===== src/logic/mipsIsaPkg.sv =====
package mipsIsaPkg;

////////////////////////////////////////
// field widths
////////////////////////////////////////
localparam int WORD_W    = 32;
localparam int OPCODE_W  = 6;
localparam int FUNCT_W   = 6;
localparam int REG_IDX_W = 5;   // register index and shamt
localparam int IMM_W     = 16;

typedef logic [WORD_W-1:0]    wordT;
typedef logic [OPCODE_W-1:0]  opcodeT;
typedef logic [FUNCT_W-1:0]   functT;
typedef logic [REG_IDX_W-1:0] regIdxT;
typedef logic [IMM_W-1:0]     immT;

////////////////////////////////////////
// instruction word layout
////////////////////////////////////////
// low half of an R-type word
typedef struct packed {
    regIdxT rd;
    regIdxT shamt;
    functT  funct;
} rTailT;

// low 16 bits read either as R-type fields or as the immediate
typedef union packed {
    rTailT r;
    immT   imm;
} instrTailT;

typedef struct packed {
    opcodeT    opcode;  // [31:26]
    regIdxT    rs;      // [25:21]
    regIdxT    rt;      // [20:16], also bltz/bgez select under regimm
    instrTailT tail;    // [15:0]
} instrFieldsT;

////////////////////////////////////////
// opcodes
////////////////////////////////////////
localparam opcodeT OP_RTYPE  = 6'b000000;
localparam opcodeT OP_REGIMM = 6'b000001;  // bltz / bgez
localparam opcodeT OP_J      = 6'b000010;
localparam opcodeT OP_JAL    = 6'b000011;
localparam opcodeT OP_BEQ    = 6'b000100;
localparam opcodeT OP_BNE    = 6'b000101;
localparam opcodeT OP_BLEZ   = 6'b000110;
localparam opcodeT OP_BGTZ   = 6'b000111;
localparam opcodeT OP_ADDI   = 6'b001000;
localparam opcodeT OP_SLTI   = 6'b001010;
localparam opcodeT OP_ANDI   = 6'b001100;
localparam opcodeT OP_ORI    = 6'b001101;
localparam opcodeT OP_XORI   = 6'b001110;
localparam opcodeT OP_MUL    = 6'b011100;
localparam opcodeT OP_LB     = 6'b100000;
localparam opcodeT OP_LH     = 6'b100001;
localparam opcodeT OP_LW     = 6'b100011;
localparam opcodeT OP_SB     = 6'b101000;
localparam opcodeT OP_SH     = 6'b101001;
localparam opcodeT OP_SW     = 6'b101011;

// R-type function codes
localparam functT FN_SLL = 6'b000000;
localparam functT FN_SRL = 6'b000010;
localparam functT FN_JR  = 6'b001000;
localparam functT FN_ADD = 6'b100000;
localparam functT FN_SUB = 6'b100010;
localparam functT FN_AND = 6'b100100;
localparam functT FN_OR  = 6'b100101;
localparam functT FN_XOR = 6'b100110;
localparam functT FN_NOR = 6'b100111;
localparam functT FN_SLT = 6'b101010;

endpackage


===== src/logic/execPkg.sv =====
package execPkg;

import mipsIsaPkg::*;

////////////////////////////////////////
// ALU operation and branch kind
////////////////////////////////////////
localparam int ALU_OP_W  = 4;
localparam int BR_KIND_W = 3;

// numbering 0 to 10 as in the ALU control table
typedef enum logic [ALU_OP_W-1:0] {
    ALU_ADD = 4'd0,
    ALU_SUB = 4'd1,
    ALU_MUL = 4'd2,    // low word of product
    ALU_AND = 4'd3,
    ALU_OR  = 4'd4,
    ALU_NOR = 4'd5,
    ALU_XOR = 4'd6,
    ALU_SLL = 4'd7,
    ALU_SRL = 4'd8,
    ALU_SLT = 4'd9,    // signed
    ALU_NOP = 4'd10    // j, jal, unknown opcodes
} aluOpT;

typedef enum logic [BR_KIND_W-1:0] {
    BR_NONE = 3'd0,
    BR_EQ   = 3'd1,
    BR_NE   = 3'd2,
    BR_GTZ  = 3'd3,
    BR_LEZ  = 3'd4,
    BR_LTZ  = 3'd5,
    BR_GEZ  = 3'd6
} branchKindT;

////////////////////////////////////////
// stage payloads
////////////////////////////////////////
// decode -> alu
typedef struct packed {
    aluOpT      aluOp;
    branchKindT branchKind;
    wordT       operandA;
    wordT       operandB;
    regIdxT     shamt;
} decodedT;

// alu -> branch resolve
typedef struct packed {
    wordT       result;
    branchKindT branchKind;
    logic       isZero;
    logic       isNegative;   // sign bit of result
} aluOutT;

// stage output
typedef struct packed {
    wordT result;
    logic branchTaken;
} execResultT;

endpackage


===== src/logic/aluControl.sv =====
`timescale 1ns/1ps

module aluControl
    import mipsIsaPkg::*, execPkg::*;
(
    input  opcodeT     opcode,
    input  functT      funct,
    input  regIdxT     rtField,      // bltz / bgez select
    output aluOpT      aluOp,
    output branchKindT branchKind
);

    always_comb begin
        aluOp      = ALU_NOP;   // anything unlisted is a nop
        branchKind = BR_NONE;

        case (opcode)
            ////////////////////////////////////////
            // R-type, op from funct
            ////////////////////////////////////////
            OP_RTYPE: begin
                case (funct)
                    FN_ADD:  aluOp = ALU_ADD;
                    FN_SUB:  aluOp = ALU_SUB;
                    FN_JR:   aluOp = ALU_ADD;   // rs + 0
                    FN_AND:  aluOp = ALU_AND;
                    FN_OR:   aluOp = ALU_OR;
                    FN_NOR:  aluOp = ALU_NOR;
                    FN_XOR:  aluOp = ALU_XOR;
                    FN_SLL:  aluOp = ALU_SLL;
                    FN_SRL:  aluOp = ALU_SRL;
                    FN_SLT:  aluOp = ALU_SLT;
                    default: aluOp = ALU_NOP;
                endcase
            end

            // arithmetic outside R-type
            OP_ADDI: aluOp = ALU_ADD;
            OP_MUL:  aluOp = ALU_MUL;

            // loads and stores, base + offset
            OP_LW, OP_LH, OP_LB: aluOp = ALU_ADD;
            OP_SW, OP_SH, OP_SB: aluOp = ALU_ADD;

            ////////////////////////////////////////
            // branches, all compare by subtract
            ////////////////////////////////////////
            OP_REGIMM: begin
                case (rtField)
                    5'd0: begin
                        aluOp      = ALU_SUB;
                        branchKind = BR_LTZ;   // bltz
                    end
                    5'd1: begin
                        aluOp      = ALU_SUB;
                        branchKind = BR_GEZ;   // bgez
                    end
                    default: begin
                        aluOp      = ALU_NOP;
                        branchKind = BR_NONE;
                    end
                endcase
            end
            OP_BEQ: begin
                aluOp      = ALU_SUB;   // rs - rt
                branchKind = BR_EQ;
            end
            OP_BNE: begin
                aluOp      = ALU_SUB;
                branchKind = BR_NE;
            end
            OP_BGTZ: begin
                aluOp      = ALU_SUB;   // rs - 0
                branchKind = BR_GTZ;
            end
            OP_BLEZ: begin
                aluOp      = ALU_SUB;
                branchKind = BR_LEZ;
            end

            // jumps have no ALU work here
            OP_J, OP_JAL: aluOp = ALU_NOP;

            // immediate logic and compare
            OP_ANDI: aluOp = ALU_AND;
            OP_ORI:  aluOp = ALU_OR;
            OP_XORI: aluOp = ALU_XOR;
            OP_SLTI: aluOp = ALU_SLT;

            default: begin
                aluOp      = ALU_NOP;
                branchKind = BR_NONE;
            end
        endcase
    end

endmodule


===== src/logic/instrDecode.sv =====
`timescale 1ns/1ps

module instrDecode
    import mipsIsaPkg::*, execPkg::*;
(
    input  logic        clk,
    input  logic        rstN,
    input  logic        instrValid,
    input  wordT        instrWord,
    input  wordT        rsValue,
    input  wordT        rtValue,
    input  aluOpT       aluOp,        // from aluControl, same cycle
    input  branchKindT  branchKind,   // from aluControl, same cycle
    output instrFieldsT fields,
    output logic        decValid,
    output decodedT     decoded
);

    wordT immExt;
    wordT operandA;
    wordT operandB;
    logic useImm;     // I-type arith or load/store
    logic zeroExt;    // logical immediates
    logic isJr;
    logic isShift;
    logic cmpZero;    // branch compares rs against zero

    // plain view of the word, fields go straight to the decoder
    assign fields = instrWord;

    ////////////////////////////////////////
    // immediate handling
    ////////////////////////////////////////
    always_comb begin
        useImm  = 1'b0;
        zeroExt = 1'b0;
        case (fields.opcode)
            OP_ADDI, OP_SLTI: useImm = 1'b1;
            OP_ANDI, OP_ORI, OP_XORI: begin
                useImm  = 1'b1;
                zeroExt = 1'b1;   // andi/ori/xori zero extend
            end
            OP_LW, OP_LH, OP_LB,
            OP_SW, OP_SH, OP_SB: useImm = 1'b1;   // address add
            default: useImm = 1'b0;
        endcase
    end

    assign immExt = zeroExt ? {{(WORD_W-IMM_W){1'b0}}, fields.tail.imm}
                            : {{(WORD_W-IMM_W){fields.tail.imm[IMM_W-1]}}, fields.tail.imm};

    ////////////////////////////////////////
    // operand select
    ////////////////////////////////////////
    assign isJr    = (fields.opcode == OP_RTYPE) && (fields.tail.r.funct == FN_JR);
    assign isShift = (aluOp == ALU_SLL) || (aluOp == ALU_SRL);
    assign cmpZero = branchKind inside {BR_GTZ, BR_LEZ, BR_LTZ, BR_GEZ};

    assign operandA = isShift ? rtValue : rsValue;   // shifts work on rt

    always_comb begin
        if (useImm)
            operandB = immExt;
        else if (isJr || cmpZero)
            operandB = '0;   // rs + 0 / rs - 0
        else
            operandB = rtValue;
    end

    // pipeline register, payload holds when idle
    always_ff @(posedge clk) begin
        if (!rstN) begin
            decValid <= 1'b0;
            decoded  <= '0;
        end else begin
            decValid <= instrValid;
            if (instrValid) begin
                decoded.aluOp      <= aluOp;
                decoded.branchKind <= branchKind;
                decoded.operandA   <= operandA;
                decoded.operandB   <= operandB;
                decoded.shamt      <= fields.tail.r.shamt;
            end
        end
    end

endmodule


===== src/logic/aluCore.sv =====
`timescale 1ns/1ps

module aluCore
    import mipsIsaPkg::*, execPkg::*;
(
    input  logic    clk,
    input  logic    rstN,
    input  logic    decValid,
    input  decodedT decoded,
    output logic    aluValid,
    output aluOutT  aluOut
);

    wordT opA;
    wordT opB;
    wordT result;
    logic sltBit;

    assign opA = decoded.operandA;
    assign opB = decoded.operandB;

    assign sltBit = $signed(opA) < $signed(opB);   // signed compare

    ////////////////////////////////////////
    // operation mux
    ////////////////////////////////////////
    always_comb begin
        case (decoded.aluOp)
            ALU_ADD: result = opA + opB;
            ALU_SUB: result = opA - opB;   // also the branch compare
            ALU_MUL: result = opA * opB;   // 32b context keeps low word
            ALU_AND: result = opA & opB;
            ALU_OR:  result = opA | opB;
            ALU_NOR: result = ~(opA | opB);
            ALU_XOR: result = opA ^ opB;
            ALU_SLL: result = opA << decoded.shamt;   // opA is rt here
            ALU_SRL: result = opA >> decoded.shamt;   // logical, zero fill
            ALU_SLT: result = {{(WORD_W-1){1'b0}}, sltBit};
            ALU_NOP: result = '0;
            default: result = '0;
        endcase
    end

    ////////////////////////////////////////
    // output register
    ////////////////////////////////////////
    always_ff @(posedge clk) begin
        if (!rstN) begin
            aluValid <= 1'b0;
            aluOut   <= '0;
        end else begin
            aluValid <= decValid;
            if (decValid) begin
                aluOut.result     <= result;
                aluOut.branchKind <= decoded.branchKind;   // rides along
                aluOut.isZero     <= (result == '0);
                aluOut.isNegative <= result[WORD_W-1];
            end
        end
    end

endmodule


===== src/logic/branchResolve.sv =====
`timescale 1ns/1ps

module branchResolve
    import execPkg::*;
(
    input  logic       clk,
    input  logic       rstN,
    input  logic       aluValid,
    input  aluOutT     aluOut,
    output logic       resultValid,
    output execResultT execOut
);

    logic taken;

    ////////////////////////////////////////
    // taken decision from flags
    ////////////////////////////////////////
    // flags come from rs - rt or rs - 0
    always_comb begin
        case (aluOut.branchKind)
            BR_EQ:   taken = aluOut.isZero;
            BR_NE:   taken = !aluOut.isZero;
            BR_GTZ:  taken = !aluOut.isNegative && !aluOut.isZero;
            BR_LEZ:  taken = aluOut.isNegative || aluOut.isZero;
            BR_LTZ:  taken = aluOut.isNegative;
            BR_GEZ:  taken = !aluOut.isNegative;
            BR_NONE: taken = 1'b0;   // not a branch
            default: taken = 1'b0;
        endcase
    end

    // final stage register
    always_ff @(posedge clk) begin
        if (!rstN) begin
            resultValid <= 1'b0;
            execOut     <= '0;
        end else begin
            resultValid <= aluValid;
            if (aluValid) begin
                execOut.result      <= aluOut.result;
                execOut.branchTaken <= taken;
            end
        end
    end

endmodule


===== src/logic/mipsExecUnit.sv =====
`timescale 1ns/1ps

module mipsExecUnit
    import mipsIsaPkg::*, execPkg::*;
(
    input  logic       clk,
    input  logic       rstN,
    input  logic       instrValid,
    input  wordT       instrWord,
    input  wordT       rsValue,
    input  wordT       rtValue,
    output logic       resultValid,   // 3 clocks after instrValid
    output execResultT execOut
);

    ////////////////////////////////////////
    // stage wiring
    ////////////////////////////////////////
    instrFieldsT fields;
    aluOpT       aluOp;
    branchKindT  branchKind;
    logic        decValid;
    decodedT     decoded;
    logic        aluValid;
    aluOutT      aluOut;

    instrDecode decode0 (
        .clk        (clk),
        .rstN       (rstN),
        .instrValid (instrValid),
        .instrWord  (instrWord),
        .rsValue    (rsValue),
        .rtValue    (rtValue),
        .aluOp      (aluOp),
        .branchKind (branchKind),
        .fields     (fields),
        .decValid   (decValid),
        .decoded    (decoded)
    );

    // combinational, sits beside decode
    aluControl aluCtrl0 (
        .opcode     (fields.opcode),
        .funct      (fields.tail.r.funct),
        .rtField    (fields.rt),
        .aluOp      (aluOp),
        .branchKind (branchKind)
    );

    aluCore alu0 (
        .clk      (clk),
        .rstN     (rstN),
        .decValid (decValid),
        .decoded  (decoded),
        .aluValid (aluValid),
        .aluOut   (aluOut)
    );

    branchResolve branch0 (
        .clk         (clk),
        .rstN        (rstN),
        .aluValid    (aluValid),
        .aluOut      (aluOut),
        .resultValid (resultValid),
        .execOut     (execOut)
    );

endmodule


===== config.mk =====
export PLATFORM = sky130hd
export DESIGN_NAME = mipsExecUnit
export DESIGN_NICKNAME = d
export VERILOG_FILES = /design/src/logic/mipsIsaPkg.sv /design/src/logic/execPkg.sv /design/src/logic/aluControl.sv /design/src/logic/instrDecode.sv /design/src/logic/aluCore.sv /design/src/logic/branchResolve.sv /design/src/logic/mipsExecUnit.sv
export SDC_FILE = /design/constraint.sdc
export NUM_CORES = 2
export LEC_CHECK = 0
export BUFFER_PORTS_ARGS = -buffer_cell sky130_fd_sc_hd__buf_2
export CORE_MARGIN = 2
export CORE_UTILIZATION = 50
export CTS_CLUSTER_DIAMETER = 100
export DETAILED_ROUTE_END_ITERATION = 8
export PLACE_DENSITY_LB_ADDON = 0.1
export SYNTH_ARGS = -nofsm -noshare
export SYNTH_HDL_FRONTEND = slang
export SYNTH_HIERARCHICAL = 1
export SYNTH_SLANG_ARGS = --single-unit
export TNS_END_PERCENT = 20

===== constraint.sdc =====
create_clock -name clk -period 10.3 [get_ports clk]
set_input_delay 0.515 -clock clk [delete_from_list [all_inputs] [get_ports clk]]
set_output_delay 0.515 -clock clk [all_outputs]
set_load 0.02 [all_outputs]

======== Yosys cells after proc, flatten, opt, wreduce, memory -nomap -nowiden ========
Cells that the tools add are included.
storage, ports and cells
  register bits ........................... 149
  word-level logic and storage cells ...... 104
cells by class
  add/subtract/negate cells ............... 2
  $mul .................................... 1
  magnitude comparators ................... 1
  equality and inequality tests ........... 48
  shift operators ......................... 2
  multiplexer cells ....................... 13
  bitwise logic cells ..................... 4
  reduce and logical (&&, ||, !) cells .... 19
operators with widths
  operator                                        number
  case mux 32 bit (10 select lines)               1
  two-way mux 32 bit                              4
  == test 6 bit (second input constant)           13
  case mux 4 bit (9 select lines)                 2
  == test 6 x 4 -> 1 bit (second input constant)  6
  adder 32 bit                                    1
  AND 32 bit                                      1
  logical NOT 32 bit                              1
  less-than comparator 32 bit                     1
  multiplier 32 x 32 -> 32 bit                    1
  NOT 32 bit                                      1
  OR 32 bit                                       1
  left shift 32 x 5 -> 32 bit                     1
  >> shifter 32 x 5 -> 32 bit                     1
  subtractor 32 bit                               1
  XOR 32 bit                                      1
  == test 6 x 3 -> 1 bit (second input constant)  4
  == test 4 x 3 -> 1 bit (second input constant)  5
  == test 3 bit (second input constant)           6
  case mux 3 bit (5 select lines)                 1
  == test 4 bit (second input constant)           3
  logical NOT 6 bit                               2
  OR reduction 11 bit                             1
  == test 3 x 2 -> 1 bit (second input constant)  3
  21 further kinds                                28

======== Longest topological paths before layout ========
  word-level depth ........................ 8
  depth in mapped cells ................... 31
  gate-level depth less buffers ........... 30

======== Hierarchy ========
The synthesis kept the hierarchy.
by module, submodules not included
  module         instances  cells an instance  area each (µm²)
  aluCore        1          3,241              25,977.4
  instrDecode    1          368                3,671.0
  branchResolve  1          115                1,301.2
  aluControl     1          62                 401.6

======== Worst setup path before layout ========
OpenSTA, ideal clock, no wires.
  path type ............................... flip-flop to flip-flop
  start ................................... register, netlist name decode0/decoded[48]
  end ..................................... register, netlist name alu0/aluOut[1]
  setup time .............................. 0.096 ns
  data arrival time ....................... 7.472 ns
  data required time ...................... 10.204 ns
  setup slack ............................. 2.732 ns
  stages on the path, launching flop included .. 29
  path buffers ............................ 2
  clock period less this slack ............ 7.568 ns
  path through ............................ dfxtp_1 -> clkbuf_1 -> inv_1 -> clkbuf_1 -> nor2_1 -> fa_1 -> fa_1 -> fa_1 -> inv_1 -> fa_1 -> inv_1 -> fa_1 -> inv_1 -> fa_1 -> inv_1 -> fa_1 -> fa_1 -> ha_1 -> a21o_1 -> a21o_1 -> a21o_1 -> a31oi_1 -> mux2i_1 -> nand3_1 -> a211o_1 -> nor4_1 -> and4_1 -> nand4_1 -> o41ai_2
between the ends
  cells in the longest elaborated chain, start to end .. 4
  elaborated cells between the ends (all ways) .. 12
ends and longest elaborated chain
  element                                                               RTL line       text
  branches (longest 2 deep; another with multiplier 32 x 32 -> 32 bit)  --
  case mux 32 bit (10 select lines) *                                   aluCore.sv:28  case (decoded.aluOp)
  logical NOT 32 bit *                                                  aluCore.sv:56  aluOut.isZero <= (result == '0);
Mark *: on every way between the ends.
A chain may end at the register's enable or synchronous reset.

======== Final worst setup path ========
  start ................................... register, netlist name decode0/decoded[42]
  end ..................................... register, netlist name alu0/aluOut[1]
between the ends
  cells in the longest elaborated chain, start to end .. 4
  elaborated cells between the ends (all ways) .. 12
ends and longest elaborated chain
  element                                                               RTL line
  branches (longest 2 deep; another with multiplier 32 x 32 -> 32 bit)  --
  case mux 32 bit (10 select lines) *                                   aluCore.sv:28
  logical NOT 32 bit *                                                  aluCore.sv:56
Marked as above.

==> results.cfg <==
[placement]
dp_hpwl_um = 106000
dp.cells = 4594
portBuffers = 127
placed_area_um2 = 32700
post-place-ws_ns = 1.19
gp_congestion = 1.09

[setup_path]
crit_type = reg2reg
arrival_ns = 9.73
crit_slowest_cell = clkinv_1
critPathLaunchType = flop
cp-end-kind = flop
critPathMaxFanout = 14
worst_ep_required_time_ns = 10.68
critPathMaxStageDelay_ns = 0.72
worstReg2RegStart = decode0/decoded[42]
rr_worst_depth = 25
rr_endpoint = alu0/aluOut[1]
path_common_cell = fa_1
path_buf_inv = 3
reg2reg_slack_ns = 0.95
cp_top_family = adder cells

[floorplanning]
fp.dieH_um = 254
die_x_um = 254
start_util_pct = 50.6
rows = 91
io_pins = 133
core_um2 = 61700
die_area_um2 = 64500

[hold_path]
hold_path_depth = 2
hold_path.class = in2reg
min_from = instrWord[13]
whs_endpoint = decode0/decoded[18]

[power_and_ir_drop]
power_density_nw_per_um2 = 151
finalPower_mw = 5.00
ir_drop_mv = 0.247
p_leak_nw = 15.0

[yosys]
synth_cells = 3771
mappedNetlistNets = 4499
yosysWarnings = 6
synth_area_um2 = 31200
avgSynthCellArea_um2 = 8.28

[global_route]
antenna_found_initial = 5
grt_max_degree = 86
grt_pass1_vias = 28500
grt_usage_pct = 42.9
use_met2_pct = 60.5
top_usage_layer = met2
grt_util_met1_pct = 57.4
grt_util_met3_pct = 13.7
grt_remaining_overflow = 0
grt_pass1_wl_um = 198000

[sta]
setup_ws_ns = 0.952
finalSetupTns_ns = 0
clock_skew_ns = 0.0154
finalCritPeriodShare_pct = 90.8
timing.hold.ws_ns = 0.260
fmax_mhz = 107
report.final.hold_viol_count = 0
tightest_slew_ns = 1.61
drv_slew = 2
setup_viol = 0
slew_headroom_pct = -10.1
timing.final.crit_period_ns = 9.35
rsz0062_at_grt = false

[clocking]
clock-root-buffer = clkbuf_16
holdBufCountCts = 0
clk_latency_ns = 0.48
htree_num_levels = 4
cts_inserted_buffers = 17
cts-resized-gates = 0
cts_tree = built
clock-sinks = 148
clk_path_buf_depth = 2
clk_pin_slew_ns = 0.07
post_cts_buffers = 0

[status]
status = finished, violations left
violations = capacitance limit, slew limit

[layout]
nets = 4504
drive_gt1_share_pct = 10.5
stdcell_count = 4628
synthToLayoutAreaGrowth_pct = 6.41
fin_util_pct = 53.9
stdcell_area_um2 = 33200

[routing]
ant_nets = 0
drt-initial-drc-count = 3675
viasPerCell = 6.40
post-route-drc-count = 0
via_count = 29600
first_pass_iters = 6
route.final.wire_length_um = 137000
post_drt_wl_per_cell_um = 29.6

[flow_run]
drv_cap = 1
sequential cells by signal, summed over array words and instances (netlist names):
register,count
decode0/decoded,76
alu0/aluOut,36
branch0/execOut,33
alu0/aluValid,1
branch0/resultValid,1
decode0/decValid,1
routing by layer:
metal / share of wire (%) / vias up / routed length (um)
met3: 13 / 438 / 18200
met2: 40 / 1933 / 55100
met1: 39 / 14500 / 53600
met5: 0.0095 / - / 13
li1: - / 12700 / -
met4: 7.3 / 2 / 10000
cells in the final DEF, fill, tap and decap left out, drive strengths merged, types with 45 or more instances in the layout:
cell and instances:
nand2 363, o22ai 51, o21ai 115, nor3 48, nor2 477, nand3 45
dfxtp 148, a211oi 48, fa 410, mux2i 144, a21oi 104, xnor2 91
inv 486, buf 243, ha 219, nor2b 77, o211ai 47
worst register-to-register path: stages, from the launching register on:
cell       delay (ns)
dfxtp_1          0.68
clkinv_1         0.73
nor2_1           0.33
fa_1             0.47
fa_1             0.51
inv_1            0.06
fa_1             0.48
fa_1             0.50
inv_1            0.04
ha_1             0.26
ha_1             0.31
fa_1             0.52
fa_1             0.44
ha_1             0.36
a21oi_1          0.16
nand2_1          0.11
a2111oi_0        0.49
nand2_1          0.14
a41oi_1          0.50
nor2_1           0.14
o41ai_1          0.44
xnor2_1          0.20
a221oi_1         0.57
and4_1           0.28
nand4_1          0.26
o41ai_2          0.28
power by group:
part / total [mW] / internal [mW] / switching, mW
Combinational: 3.68 / 1.30 / 2.39
Clock: 0.641 / 0.323 / 0.319
Sequential: 0.680 / 0.612 / 0.0683
Total: 5.00 / 2.23 / 2.77
area by class of cell:
cell class / count / area, um^2
multi-input cells: 2871 / 25300
well taps: 837 / 1050
fillers: 6066 / 28500
inverters: 495 / 1860
diodes: 2 / 5.00
clock buffers: 17 / 425
repair buffers: 243 / 1510
flip-flops and latches: 148 / 2970
clock inverters: 15 / 155
worst max-delay path by stage:
stage	endpoint	start	cells past startpoint
2_1_floorplan	alu0/aluOut[1]	decode0/decoded[48]	28
3_3_place_gp	alu0/aluOut[1]	decode0/decoded[42]	25
3_5_place_dp	alu0/aluOut[1]	decode0/decoded[42]	25
4_1_cts	alu0/aluOut[1]	decode0/decoded[42]	25
5_1_grt	alu0/aluOut[1]	decode0/decoded[42]	25
6_report	alu0/aluOut[1]	decode0/decoded[42]	25
(Power assumes the default switching activity.)
